--- config.mk ---
export PLATFORM = sky130hd
export DESIGN_NAME = dcache_ctrl_flat
export DESIGN_NICKNAME = d
export VERILOG_FILES = /design/src/dcache_pkg.sv /design/src/dcache_way_if.sv /design/src/dcache_ctrl.sv /design/src/flat_wrapper.sv
export SDC_FILE = /design/constraint.sdc
export NUM_CORES = 1
export LEC_CHECK = 0
export ABC_AREA = 1
export BUFFER_PORTS_ARGS = -buffer_cell sky130_fd_sc_hd__buf_2
export CAP_MARGIN = 15
export CORE_AREA = 2 2 722 724
export CTS_CLUSTER_DIAMETER = 60
export CTS_CLUSTER_SIZE = 8
export DETAILED_ROUTE_END_ITERATION = 10
export DIE_AREA = 0 0 724 726
export GPL_ROUTABILITY_DRIVEN = 0
export PLACE_DENSITY_LB_ADDON = 0.08
export SLEW_MARGIN = 20
export SYNTH_ARGS = -nofsm -noshare
export SYNTH_HDL_FRONTEND = slang
export SYNTH_SLANG_ARGS = --single-unit
export TNS_END_PERCENT = 5
--- constraint.sdc ---
create_clock -name clk -period 8.8 [get_ports clk]
set_input_delay 2.2 -clock clk [delete_from_list [all_inputs] [get_ports clk]]
set_output_delay 2.2 -clock clk [all_outputs]
set_load 0.005 [all_outputs]
--- src/dcache_pkg.sv ---
package dcache_pkg;

    ////////////////////////////////////////
    // geometry
    ////////////////////////////////////////

    localparam int unsigned WORD_W         = 32;
    localparam int unsigned WORDS_PER_LINE = 8;
    localparam int unsigned NUM_SETS       = 128;
    localparam int unsigned INDEX_W        = 7;
    localparam int unsigned OFFSET_W       = 3;
    localparam int unsigned TAG_W          = 20;

    typedef logic [31:0]                      addr_t;
    typedef logic [WORD_W-1:0]                word_t;
    typedef logic [3:0]                       wsel_t;
    typedef logic [TAG_W-1:0]                 tag_t;
    typedef logic [INDEX_W-1:0]               index_t;
    typedef logic [OFFSET_W-1:0]              offset_t;
    // word 0 sits in the low bits, same order as memory
    typedef logic [WORDS_PER_LINE*WORD_W-1:0] line_t;

    typedef enum logic [1:0] {
        ST_LOOKUP,
        ST_WRITEBACK,
        ST_REFILL
    } ctrl_state_t;

    // address fields
    function automatic tag_t addr_tag(input addr_t addr);
        return addr[31:12];
    endfunction

    function automatic index_t addr_index(input addr_t addr);
        return addr[11:5];
    endfunction

    function automatic offset_t addr_offset(input addr_t addr);
        return addr[4:2];
    endfunction

    function automatic addr_t line_addr(input tag_t tag, input index_t index);
        return {tag, index, 5'b0};
    endfunction

endpackage

--- src/dcache_way_if.sv ---
interface dcache_way_if
    import dcache_pkg::*;
();

    // read port, data comes back one cycle later
    index_t rd_index;
    logic   rd_valid;
    tag_t   rd_tag;
    line_t  rd_line;

    // write port, always a whole line
    logic   wr_en;
    index_t wr_index;
    tag_t   wr_tag;
    line_t  wr_line;

    modport ctrl (
        output rd_index, wr_en, wr_index, wr_tag, wr_line,
        input  rd_valid, rd_tag, rd_line
    );

    modport store (
        input  rd_index, wr_en, wr_index, wr_tag, wr_line,
        output rd_valid, rd_tag, rd_line
    );

endinterface

--- src/dcache_ctrl.sv ---
module dcache_ctrl
    import dcache_pkg::*;
(
    input  logic        clk,
    input  logic        rst,
    input  logic        cpu_rreq_i,
    input  logic        cpu_wreq_i,
    input  addr_t       cpu_addr_i,
    input  word_t       cpu_wdata_i,
    input  wsel_t       cpu_wsel_i,
    output logic        cpu_stall_o,
    output logic        cpu_data_valid_o,
    output word_t       cpu_data_o,
    output logic        mem_ren_o,
    output addr_t       mem_araddr_o,
    input  logic        mem_rvalid_i,
    input  line_t       mem_rdata_i,
    output logic        mem_wen_o,
    output addr_t       mem_awaddr_o,
    output line_t       mem_wdata_o,
    input  logic        mem_bvalid_i,
    dcache_way_if.ctrl  way0,
    dcache_way_if.ctrl  way1,
    output index_t      index_o,
    output logic        touch_o,
    output logic        touch_way_o,
    output logic        fill_o,
    output logic        fill_dirty_o,
    input  logic        victim_way_i,
    input  logic        victim_dirty_i
);

    ctrl_state_t state_q, state_d;

    logic  req_rd_q, req_wr_q;
    addr_t req_addr_q;
    word_t req_wdata_q;
    wsel_t req_wsel_q;

    logic    hit0, hit1, hit, miss, fill;
    tag_t    req_tag;
    index_t  req_index;
    offset_t req_off;
    line_t   hit_line, base_line, new_line;
    word_t   old_word, wmask;

    ////////////////////////////////////////
    // lookup stage register
    ////////////////////////////////////////

    always_ff @(posedge clk) begin
        if (rst) begin
            req_rd_q <= 1'b0;
            req_wr_q <= 1'b0;
        end else if (!cpu_stall_o) begin
            req_rd_q <= cpu_rreq_i;
            req_wr_q <= cpu_wreq_i;
        end
    end

    always_ff @(posedge clk) begin
        if (!cpu_stall_o) begin
            req_addr_q  <= cpu_addr_i;
            req_wdata_q <= cpu_wdata_i;
            req_wsel_q  <= cpu_wsel_i;
        end
    end

    assign req_tag   = addr_tag(req_addr_q);
    assign req_index = addr_index(req_addr_q);
    assign req_off   = addr_offset(req_addr_q);

    // keep reading the held set while stalled
    assign way0.rd_index = cpu_stall_o ? req_index : addr_index(cpu_addr_i);
    assign way1.rd_index = cpu_stall_o ? req_index : addr_index(cpu_addr_i);

    ////////////////////////////////////////
    // hit and merge
    ////////////////////////////////////////

    assign hit0 = way0.rd_valid && (way0.rd_tag == req_tag);
    assign hit1 = way1.rd_valid && (way1.rd_tag == req_tag);
    assign hit  = (state_q == ST_LOOKUP) && (req_rd_q || req_wr_q) && (hit0 || hit1);
    assign miss = (state_q == ST_LOOKUP) && (req_rd_q || req_wr_q) && !(hit0 || hit1);
    assign fill = (state_q == ST_REFILL) && mem_rvalid_i;

    assign hit_line  = hit1 ? way1.rd_line : way0.rd_line;
    assign base_line = (state_q == ST_REFILL) ? mem_rdata_i : hit_line;
    assign old_word  = base_line[req_off*WORD_W +: WORD_W];
    assign wmask     = {{8{req_wsel_q[3]}}, {8{req_wsel_q[2]}},
                        {8{req_wsel_q[1]}}, {8{req_wsel_q[0]}}};

    always_comb begin
        new_line = base_line;
        if (req_wr_q) begin
            new_line[req_off*WORD_W +: WORD_W] = (req_wdata_q & wmask) | (old_word & ~wmask);
        end
    end

    assign way0.wr_en    = (hit && hit0 && req_wr_q) || (fill && !victim_way_i);
    assign way1.wr_en    = (hit && hit1 && req_wr_q) || (fill && victim_way_i);
    assign way0.wr_index = req_index;
    assign way1.wr_index = req_index;
    assign way0.wr_tag   = req_tag;
    assign way1.wr_tag   = req_tag;
    assign way0.wr_line  = new_line;
    assign way1.wr_line  = new_line;

    assign index_o      = req_index;
    assign touch_o      = hit;
    assign touch_way_o  = hit1;
    assign fill_o       = fill;
    assign fill_dirty_o = req_wr_q;

    ////////////////////////////////////////
    // miss FSM
    ////////////////////////////////////////

    always_comb begin
        state_d = state_q;
        case (state_q)
            ST_LOOKUP:    if (miss) state_d = victim_dirty_i ? ST_WRITEBACK : ST_REFILL;
            ST_WRITEBACK: if (mem_bvalid_i) state_d = ST_REFILL;
            ST_REFILL:    if (mem_rvalid_i) state_d = ST_LOOKUP;
            default:      state_d = ST_LOOKUP;
        endcase
    end

    always_ff @(posedge clk) begin
        if (rst) begin
            state_q <= ST_LOOKUP;
        end else begin
            state_q <= state_d;
        end
    end

    assign cpu_stall_o = miss || (state_q == ST_WRITEBACK)
                         || ((state_q == ST_REFILL) && !mem_rvalid_i);

    // victim line stays on the way outputs while the set is held
    assign mem_wen_o    = (state_q == ST_WRITEBACK);
    assign mem_awaddr_o = line_addr(victim_way_i ? way1.rd_tag : way0.rd_tag, req_index);
    assign mem_wdata_o  = victim_way_i ? way1.rd_line : way0.rd_line;
    assign mem_ren_o    = (state_q == ST_REFILL);
    assign mem_araddr_o = line_addr(req_tag, req_index);

    assign cpu_data_valid_o = req_rd_q && (hit || fill);
    assign cpu_data_o       = base_line[req_off*WORD_W +: WORD_W];

    a_one_hit: assert property (@(posedge clk) disable iff (rst) !(hit0 && hit1));
    a_valid_read: assert property (@(posedge clk) disable iff (rst)
        cpu_data_valid_o |-> !req_wr_q);

endmodule

--- src/flat_wrapper.sv ---
// flat-port wrapper written by rule: the top's interface ports become plain ports
module dcache_ctrl_flat import dcache_pkg::*;
  (clk, rst, cpu_rreq_i, cpu_wreq_i, cpu_addr_i, cpu_wdata_i, cpu_wsel_i, cpu_stall_o, cpu_data_valid_o, cpu_data_o, mem_ren_o, mem_araddr_o, mem_rvalid_i, mem_rdata_i, mem_wen_o, mem_awaddr_o, mem_wdata_o, mem_bvalid_i, index_o, touch_o, touch_way_o, fill_o, fill_dirty_o, victim_way_i, victim_dirty_i, way0_rd_index, way0_wr_en, way0_wr_index, way0_wr_tag, way0_wr_line, way0_rd_valid, way0_rd_tag, way0_rd_line, way1_rd_index, way1_wr_en, way1_wr_index, way1_wr_tag, way1_wr_line, way1_rd_valid, way1_rd_tag, way1_rd_line);
  dcache_way_if way0_i ();
  dcache_way_if way1_i ();
  input  logic clk;
  input  logic rst;
  input  logic cpu_rreq_i;
  input  logic cpu_wreq_i;
  input  addr_t cpu_addr_i;
  input  word_t cpu_wdata_i;
  input  wsel_t cpu_wsel_i;
  output logic cpu_stall_o;
  output logic cpu_data_valid_o;
  output word_t cpu_data_o;
  output logic mem_ren_o;
  output addr_t mem_araddr_o;
  input  logic mem_rvalid_i;
  input  line_t mem_rdata_i;
  output logic mem_wen_o;
  output addr_t mem_awaddr_o;
  output line_t mem_wdata_o;
  input  logic mem_bvalid_i;
  output index_t index_o;
  output logic touch_o;
  output logic touch_way_o;
  output logic fill_o;
  output logic fill_dirty_o;
  input  logic victim_way_i;
  input  logic victim_dirty_i;
  output wire logic [$bits(way0_i.rd_index)-1:0] way0_rd_index;
  output wire logic [$bits(way0_i.wr_en)-1:0] way0_wr_en;
  output wire logic [$bits(way0_i.wr_index)-1:0] way0_wr_index;
  output wire logic [$bits(way0_i.wr_tag)-1:0] way0_wr_tag;
  output wire logic [$bits(way0_i.wr_line)-1:0] way0_wr_line;
  input wire logic [$bits(way0_i.rd_valid)-1:0] way0_rd_valid;
  input wire logic [$bits(way0_i.rd_tag)-1:0] way0_rd_tag;
  input wire logic [$bits(way0_i.rd_line)-1:0] way0_rd_line;
  output wire logic [$bits(way1_i.rd_index)-1:0] way1_rd_index;
  output wire logic [$bits(way1_i.wr_en)-1:0] way1_wr_en;
  output wire logic [$bits(way1_i.wr_index)-1:0] way1_wr_index;
  output wire logic [$bits(way1_i.wr_tag)-1:0] way1_wr_tag;
  output wire logic [$bits(way1_i.wr_line)-1:0] way1_wr_line;
  input wire logic [$bits(way1_i.rd_valid)-1:0] way1_rd_valid;
  input wire logic [$bits(way1_i.rd_tag)-1:0] way1_rd_tag;
  input wire logic [$bits(way1_i.rd_line)-1:0] way1_rd_line;
  assign way0_rd_index = way0_i.rd_index;
  assign way0_wr_en = way0_i.wr_en;
  assign way0_wr_index = way0_i.wr_index;
  assign way0_wr_tag = way0_i.wr_tag;
  assign way0_wr_line = way0_i.wr_line;
  assign way0_i.rd_valid = way0_rd_valid;
  assign way0_i.rd_tag = way0_rd_tag;
  assign way0_i.rd_line = way0_rd_line;
  assign way1_rd_index = way1_i.rd_index;
  assign way1_wr_en = way1_i.wr_en;
  assign way1_wr_index = way1_i.wr_index;
  assign way1_wr_tag = way1_i.wr_tag;
  assign way1_wr_line = way1_i.wr_line;
  assign way1_i.rd_valid = way1_rd_valid;
  assign way1_i.rd_tag = way1_rd_tag;
  assign way1_i.rd_line = way1_rd_line;
  dcache_ctrl u_core (.clk(clk), .rst(rst), .cpu_rreq_i(cpu_rreq_i), .cpu_wreq_i(cpu_wreq_i), .cpu_addr_i(cpu_addr_i), .cpu_wdata_i(cpu_wdata_i), .cpu_wsel_i(cpu_wsel_i), .cpu_stall_o(cpu_stall_o), .cpu_data_valid_o(cpu_data_valid_o), .cpu_data_o(cpu_data_o), .mem_ren_o(mem_ren_o), .mem_araddr_o(mem_araddr_o), .mem_rvalid_i(mem_rvalid_i), .mem_rdata_i(mem_rdata_i), .mem_wen_o(mem_wen_o), .mem_awaddr_o(mem_awaddr_o), .mem_wdata_o(mem_wdata_o), .mem_bvalid_i(mem_bvalid_i), .way0(way0_i), .way1(way1_i), .index_o(index_o), .touch_o(touch_o), .touch_way_o(touch_way_o), .fill_o(fill_o), .fill_dirty_o(fill_dirty_o), .victim_way_i(victim_way_i), .victim_dirty_i(victim_dirty_i));
endmodule
# == After elaboration in Yosys (flattened, before gate mapping) ==
# Index checks and enable logic that the tools add are counted.
# word_totals
ff_bits,72
output_inout_bits,949
word_cells,59
# op_classes
add_sub_neg,1
eq_ne,7
n_shift,3
muxes,12
bitwise,4
reduce_logical,26
# ops
operator,count
$mux W256,4
$bwmux W256,1
$shift A32 B34 Y256 const A,1
$shiftx A256 B9 Y32,1
$shiftx A32 B34 Y256,1
$and A32 B32 Y32,2
$eq A20 B20 Y1,2
$neg A8 Y34,1
$not A32 Y32,1
$or A32 B32 Y32,1
$mux W20,1
$logic_and A1 B1 Y1,14
$mux W2,4
$logic_or A1 B1 Y1,7
$mux W7,1
$ne A2 B1 Y1 const B,3
$pmux W2 S3,1
$logic_not A1 Y1,3
$reduce_and A3 Y1,1
$eq A2 B1 Y1 const B,1
$eq A2 B2 Y1 const B,1
$logic_not A2 Y1,1

# == Depth between registers and ports, before layout ==
# depth
word_depth,10
depth_mapped,20

# == Least setup slack after synthesis ==
# OpenSTA, ideal clock, no wires.
# synth_timing
kind,input to output
start,input way1_rd_tag[1]
end,output way1_rd_index[0]
arrival_ps,5097
required_time_ps,6600
path_slack_ps,1503
stages,17
cell_sequence,inv_1 -> nand2_1 -> nand2_1 -> nor2_1 -> nand2_1 -> nor2_4 -> nand3_4 -> buf_6 -> buf_6 -> nand2_1 -> inv_1 -> nand2_1 -> nand2_1 -> clkinv_1 -> nand2_1 -> nand2_1 -> buf_4
# synth_between
elab_chain_len,8
# synth_lines
element,line,text
"start, declared",flat_wrapper.sv:45,input wire logic [$bits(way1_i.rd_tag)-1:0] way1_rd_tag;
$eq A20 B20 Y1,dcache_ctrl.sv:82,assign hit1 = way1.rd_valid && (way1.rd_tag == req_tag);
$logic_and A1 B1 Y1,dcache_ctrl.sv:82,
$logic_or A1 B1 Y1,dcache_ctrl.sv:84,assign miss = (state_q == ST_LOOKUP) && (req_rd_q || req_wr_q) && !(hit0 || hit1);
$logic_not A1 Y1,dcache_ctrl.sv:84,
$logic_and A1 B1 Y1,dcache_ctrl.sv:84,
$logic_or A1 B1 Y1,dcache_ctrl.sv:137,assign cpu_stall_o = miss || (state_q == ST_WRITEBACK)
$logic_or A1 B1 Y1,dcache_ctrl.sv:138,|| ((state_q == ST_REFILL) && !mem_rvalid_i);
$mux W7,--,
"end, declared",flat_wrapper.sv:39,output wire logic [$bits(way1_i.rd_index)-1:0] way1_rd_index;
# Every way passes these cells.

# == Final worst setup path ==
# layout_timing
start,input way1_rd_tag[4]
end,output way1_wr_line[60]
# layout_between
elab_chain_len,10
# layout_lines
element,line,text
$eq A20 B20 Y1 *,dcache_ctrl.sv:82,
$logic_and A1 B1 Y1 *,dcache_ctrl.sv:82,
$mux W256 *,dcache_ctrl.sv:87,assign hit_line = hit1 ? way1.rd_line : way0.rd_line;
$mux W256 *,dcache_ctrl.sv:88,assign base_line = (state_q == ST_REFILL) ? mem_rdata_i : hit_line;
$shiftx A256 B9 Y32,dcache_ctrl.sv:89,assign old_word = base_line[req_off*WORD_W +: WORD_W];
$and A32 B32 Y32,dcache_ctrl.sv:96,new_line[req_off*WORD_W +: WORD_W] = (req_wdata_q & wmask) | (old_word & ~wmask);
$or A32 B32 Y32,dcache_ctrl.sv:96,
$shiftx A32 B34 Y256,dcache_ctrl.sv:96,
$bwmux W256,dcache_ctrl.sv:96,
$mux W256 *,dcache_ctrl.sv:95,if (req_wr_q) begin
"end, declared",flat_wrapper.sv:43,output wire logic [$bits(way1_i.wr_line)-1:0] way1_wr_line;
# Mark *: on every way between the ends. The rest lies on a longest branch, timed or not.

==> results.ini <==
[routing]
drtIter0Drc = 3055
routedWlPerCell_um = 38.92
drt_pass1_iterations = 6
ant_nets = 0
routed_wl_mm = 500.2
remaining_drc_errors = 0
vias_per_cell = 3.062
vias = 39353

[synthesis]
syn_avg_cell_area_um2 = 5.334
synthesis.instances = 4251
ys_seq_elements = 70
ys_warn_count = 0
synth_flop_cell = edfxtp_1
synth_enable_flop_cells = 66
async_flop_share = 0
synth_top_area_frac = 0.2190
synth_area_mm2 = 0.02267
yosys.area.top_type = nand2_1
ys_types = 41
seq_area_frac_synth = 0.09094
synth_area_leaders = nand2_1 22%, nand3_1 17%, buf_4 13%
yosysMostFrequentCell = nand2_1
synth.top_cells.by_count = 1,323 x nand2_1, 781 x nand3_1, 385 x buf_4

[floorplanning]
std_cell_rows = 265
boundaryPins = 1835
initial_core_util = 0.04372
die_x_um = 724
core_area_mm2 = 0.5186
die_area_mm2 = 0.5256
dieHeight_um = 726

[global_routing]
grt_pass1_vias = 38415
grt_pass1_wl_mm = 587.6
grt_start_max_net_pins = 135
track_usage = 0.1822
antenna_found_initial = 368
grt-ovfl-total = 0

[timing]
setup-violations-final = 0
tns_ps = 0
skew_ps = 42.81
slew_viol_final = 0
slew-limit-headroom = 0.2277
rsz0062_at_grt = no
hold_viol = 0
finalCriticalPeriod_ps = 8714
fmax_mhz = 114.8
tightest_slew_ps = 1158
post-route-period-util = 0.9902

[clock_network]
cts-root-buf = clkbuf_16
clk_latency_ps = 570
htree_levels = 3
postCtsHoldBufs = 0
post_cts_resized = 3
postCtsSetupRepairBufs = 0
cts_buffers = 13
cts_sinks = 70
tritoncts = yes
cts_buffer_depth = 3
clk_pin_slew_ps = 90

[worst_setup_path]
endpoint = way1_wr_line[60]
cp.arrival_ps = 6510
r2r_setup_slack_ps = 3350
rr_endpoint = u_core.req_addr_q[24]
timing.rr.start = u_core.req_addr_q[28]
rr_worst_depth = 15
path_class = primary input to primary output
worstPathMaxFanout = 29
cp-startpoint = way1_rd_tag[4]
end_kind = primary output
cp-start-kind = primary input
cp.required_ps = 6600

[finish]
postLayoutCellArea_mm2 = 0.04039
fill_cells = 62322
area_growth_pct = 78.14
instances_no_fill = 12850
multiInputGateArea_mm2 = 0.01560
layout-drive-gt1-share = 0.4312
layout.nets = 6641
regArea_mm2 = 0.002062

[run_status]
run_status = completed

[placement]
dp_hpwl_mm = 449.7
dp.cells = 12677
dpl_cell_area_mm2 = 0.03962
port_buffers = 1822

[power]
p_per_area_mw_per_mm2 = 399.3
p_leak_nw = 18.63
ir_drop_uv = 170.1

[job]
maxCapViolations = 0

[min_path]
hold_class = flip-flop to flip-flop

-- power by group --
part / leakage (nW) / internal [W] / switching (W)
combinational: 17.8 / 0.00351 / 0.0111
clock: 0.170 / 0.000276 / 0.000287
sequential: 0.687 / 0.000621 / 0.000319
total: 18.6 / 0.00441 / 0.0117
-- stage by stage --
stage	setup WS, ps	hold WS (ps)	utilization	total power, W
after floorplan	1503	472.9	-	0.005947
after global placement	-251.8	512.8	0.07637	0.01640
after detailed placement	-221.6	513.3	0.07639	0.01631
after CTS	79.83	528.4	0.07711	0.01697
after global routing	4.585	572.5	0.07751	0.01705
final	86.14	522.7	0.07789	0.01613
-- worst max-delay path, stage by stage --
cell and delay, ps:
buf_2 100, inv_1 170, nand2_1 80, nand2_1 90, nand3b_1 190, nor2_4 280, nand3_4 290, buf_12 280
nand2_1 70, nand3_1 380, nand3_1 190, nand3_1 190, nand3_1 230, nand3_1 140, nand2_2 160, nand4_1 360
a21oi_1 610, buf_2 410
-- layer usage --
metal / vias up / global-route usage / wire [um]
li1: 17085 / - / -
met1: 19322 / 0.1869 / 176600
met2: 2152 / 0.3467 / 264200
met3: 616 / 0.06683 / 43990
met4: 178 / 0.04187 / 14050
met5: - / 0.002107 / 1315
-- how the worst min path moves through the flow --
stage | to | startpoint | slack, ps | depth (start not counted)
floorplan | u_core.req_rd_q | u_core.req_rd_q | 470 | 2
global placement | u_core.req_rd_q | u_core.req_rd_q | 510 | 2
detailed placement | u_core.req_rd_q | u_core.req_rd_q | 510 | 2
CTS | u_core.req_rd_q | u_core.req_rd_q | 530 | 2
global route | u_core.req_rd_q | u_core.req_rd_q | 570 | 2
finish | u_core.req_rd_q | u_core.req_rd_q | 520 | 2
-- cells by family after synthesis --
| family | Yosys count | synth area share |
|---|---|---|
| adder cells (fa/ha/maj) | 5 | 0.002759 |
| AND/OR/NAND/NOR | 2696 | 0.5520 |
| other | 1 | 0.0001654 |
| buffers and inverters | 940 | 0.2275 |
| AO/OA/AOI/OAI | 530 | 0.1232 |
| XOR/XNOR | 9 | 0.003476 |
| flip-flops | 70 | 0.09094 |
-- cells in the final DEF, fill, tap and decap left out, drive strengths merged, types with 8 or more instances in the layout --
cell / instances
a21oi: 350
a31o: 18
a31oi: 32
and2: 18
buf: 2189
clkbuf: 14
conb: 10
diode: 156
edfxtp: 66
inv: 226
nand2: 1340
nand3: 786
nand4: 268
nor2: 87
nor3: 8
o21ai: 115
o22ai: 8
or2: 185
-- state kept, by name (all words and copies together) (netlist names) --
signal / cells
u_core.req_wsel_q: 4
u_core.req_rd_q: 1
u_core.state_q: 2
u_core.req_addr_q: 30
u_core.fill_dirty_o: 1
u_core.req_wdata_q: 32
-- final cells by class --
class                           instances  share of cell area
Multi-Input combinational cell       3250              0.3862
Timing Repair Buffer                 2189              0.3067
Tap cell                             6942              0.2150
Sequential cell                        70             0.05105
Inverter                              226             0.02243
Antenna cell                          156            0.009665
Clock buffer                           14            0.008395
Clock inverter                          3           0.0004646
Power figures use the tool's default switching activity.
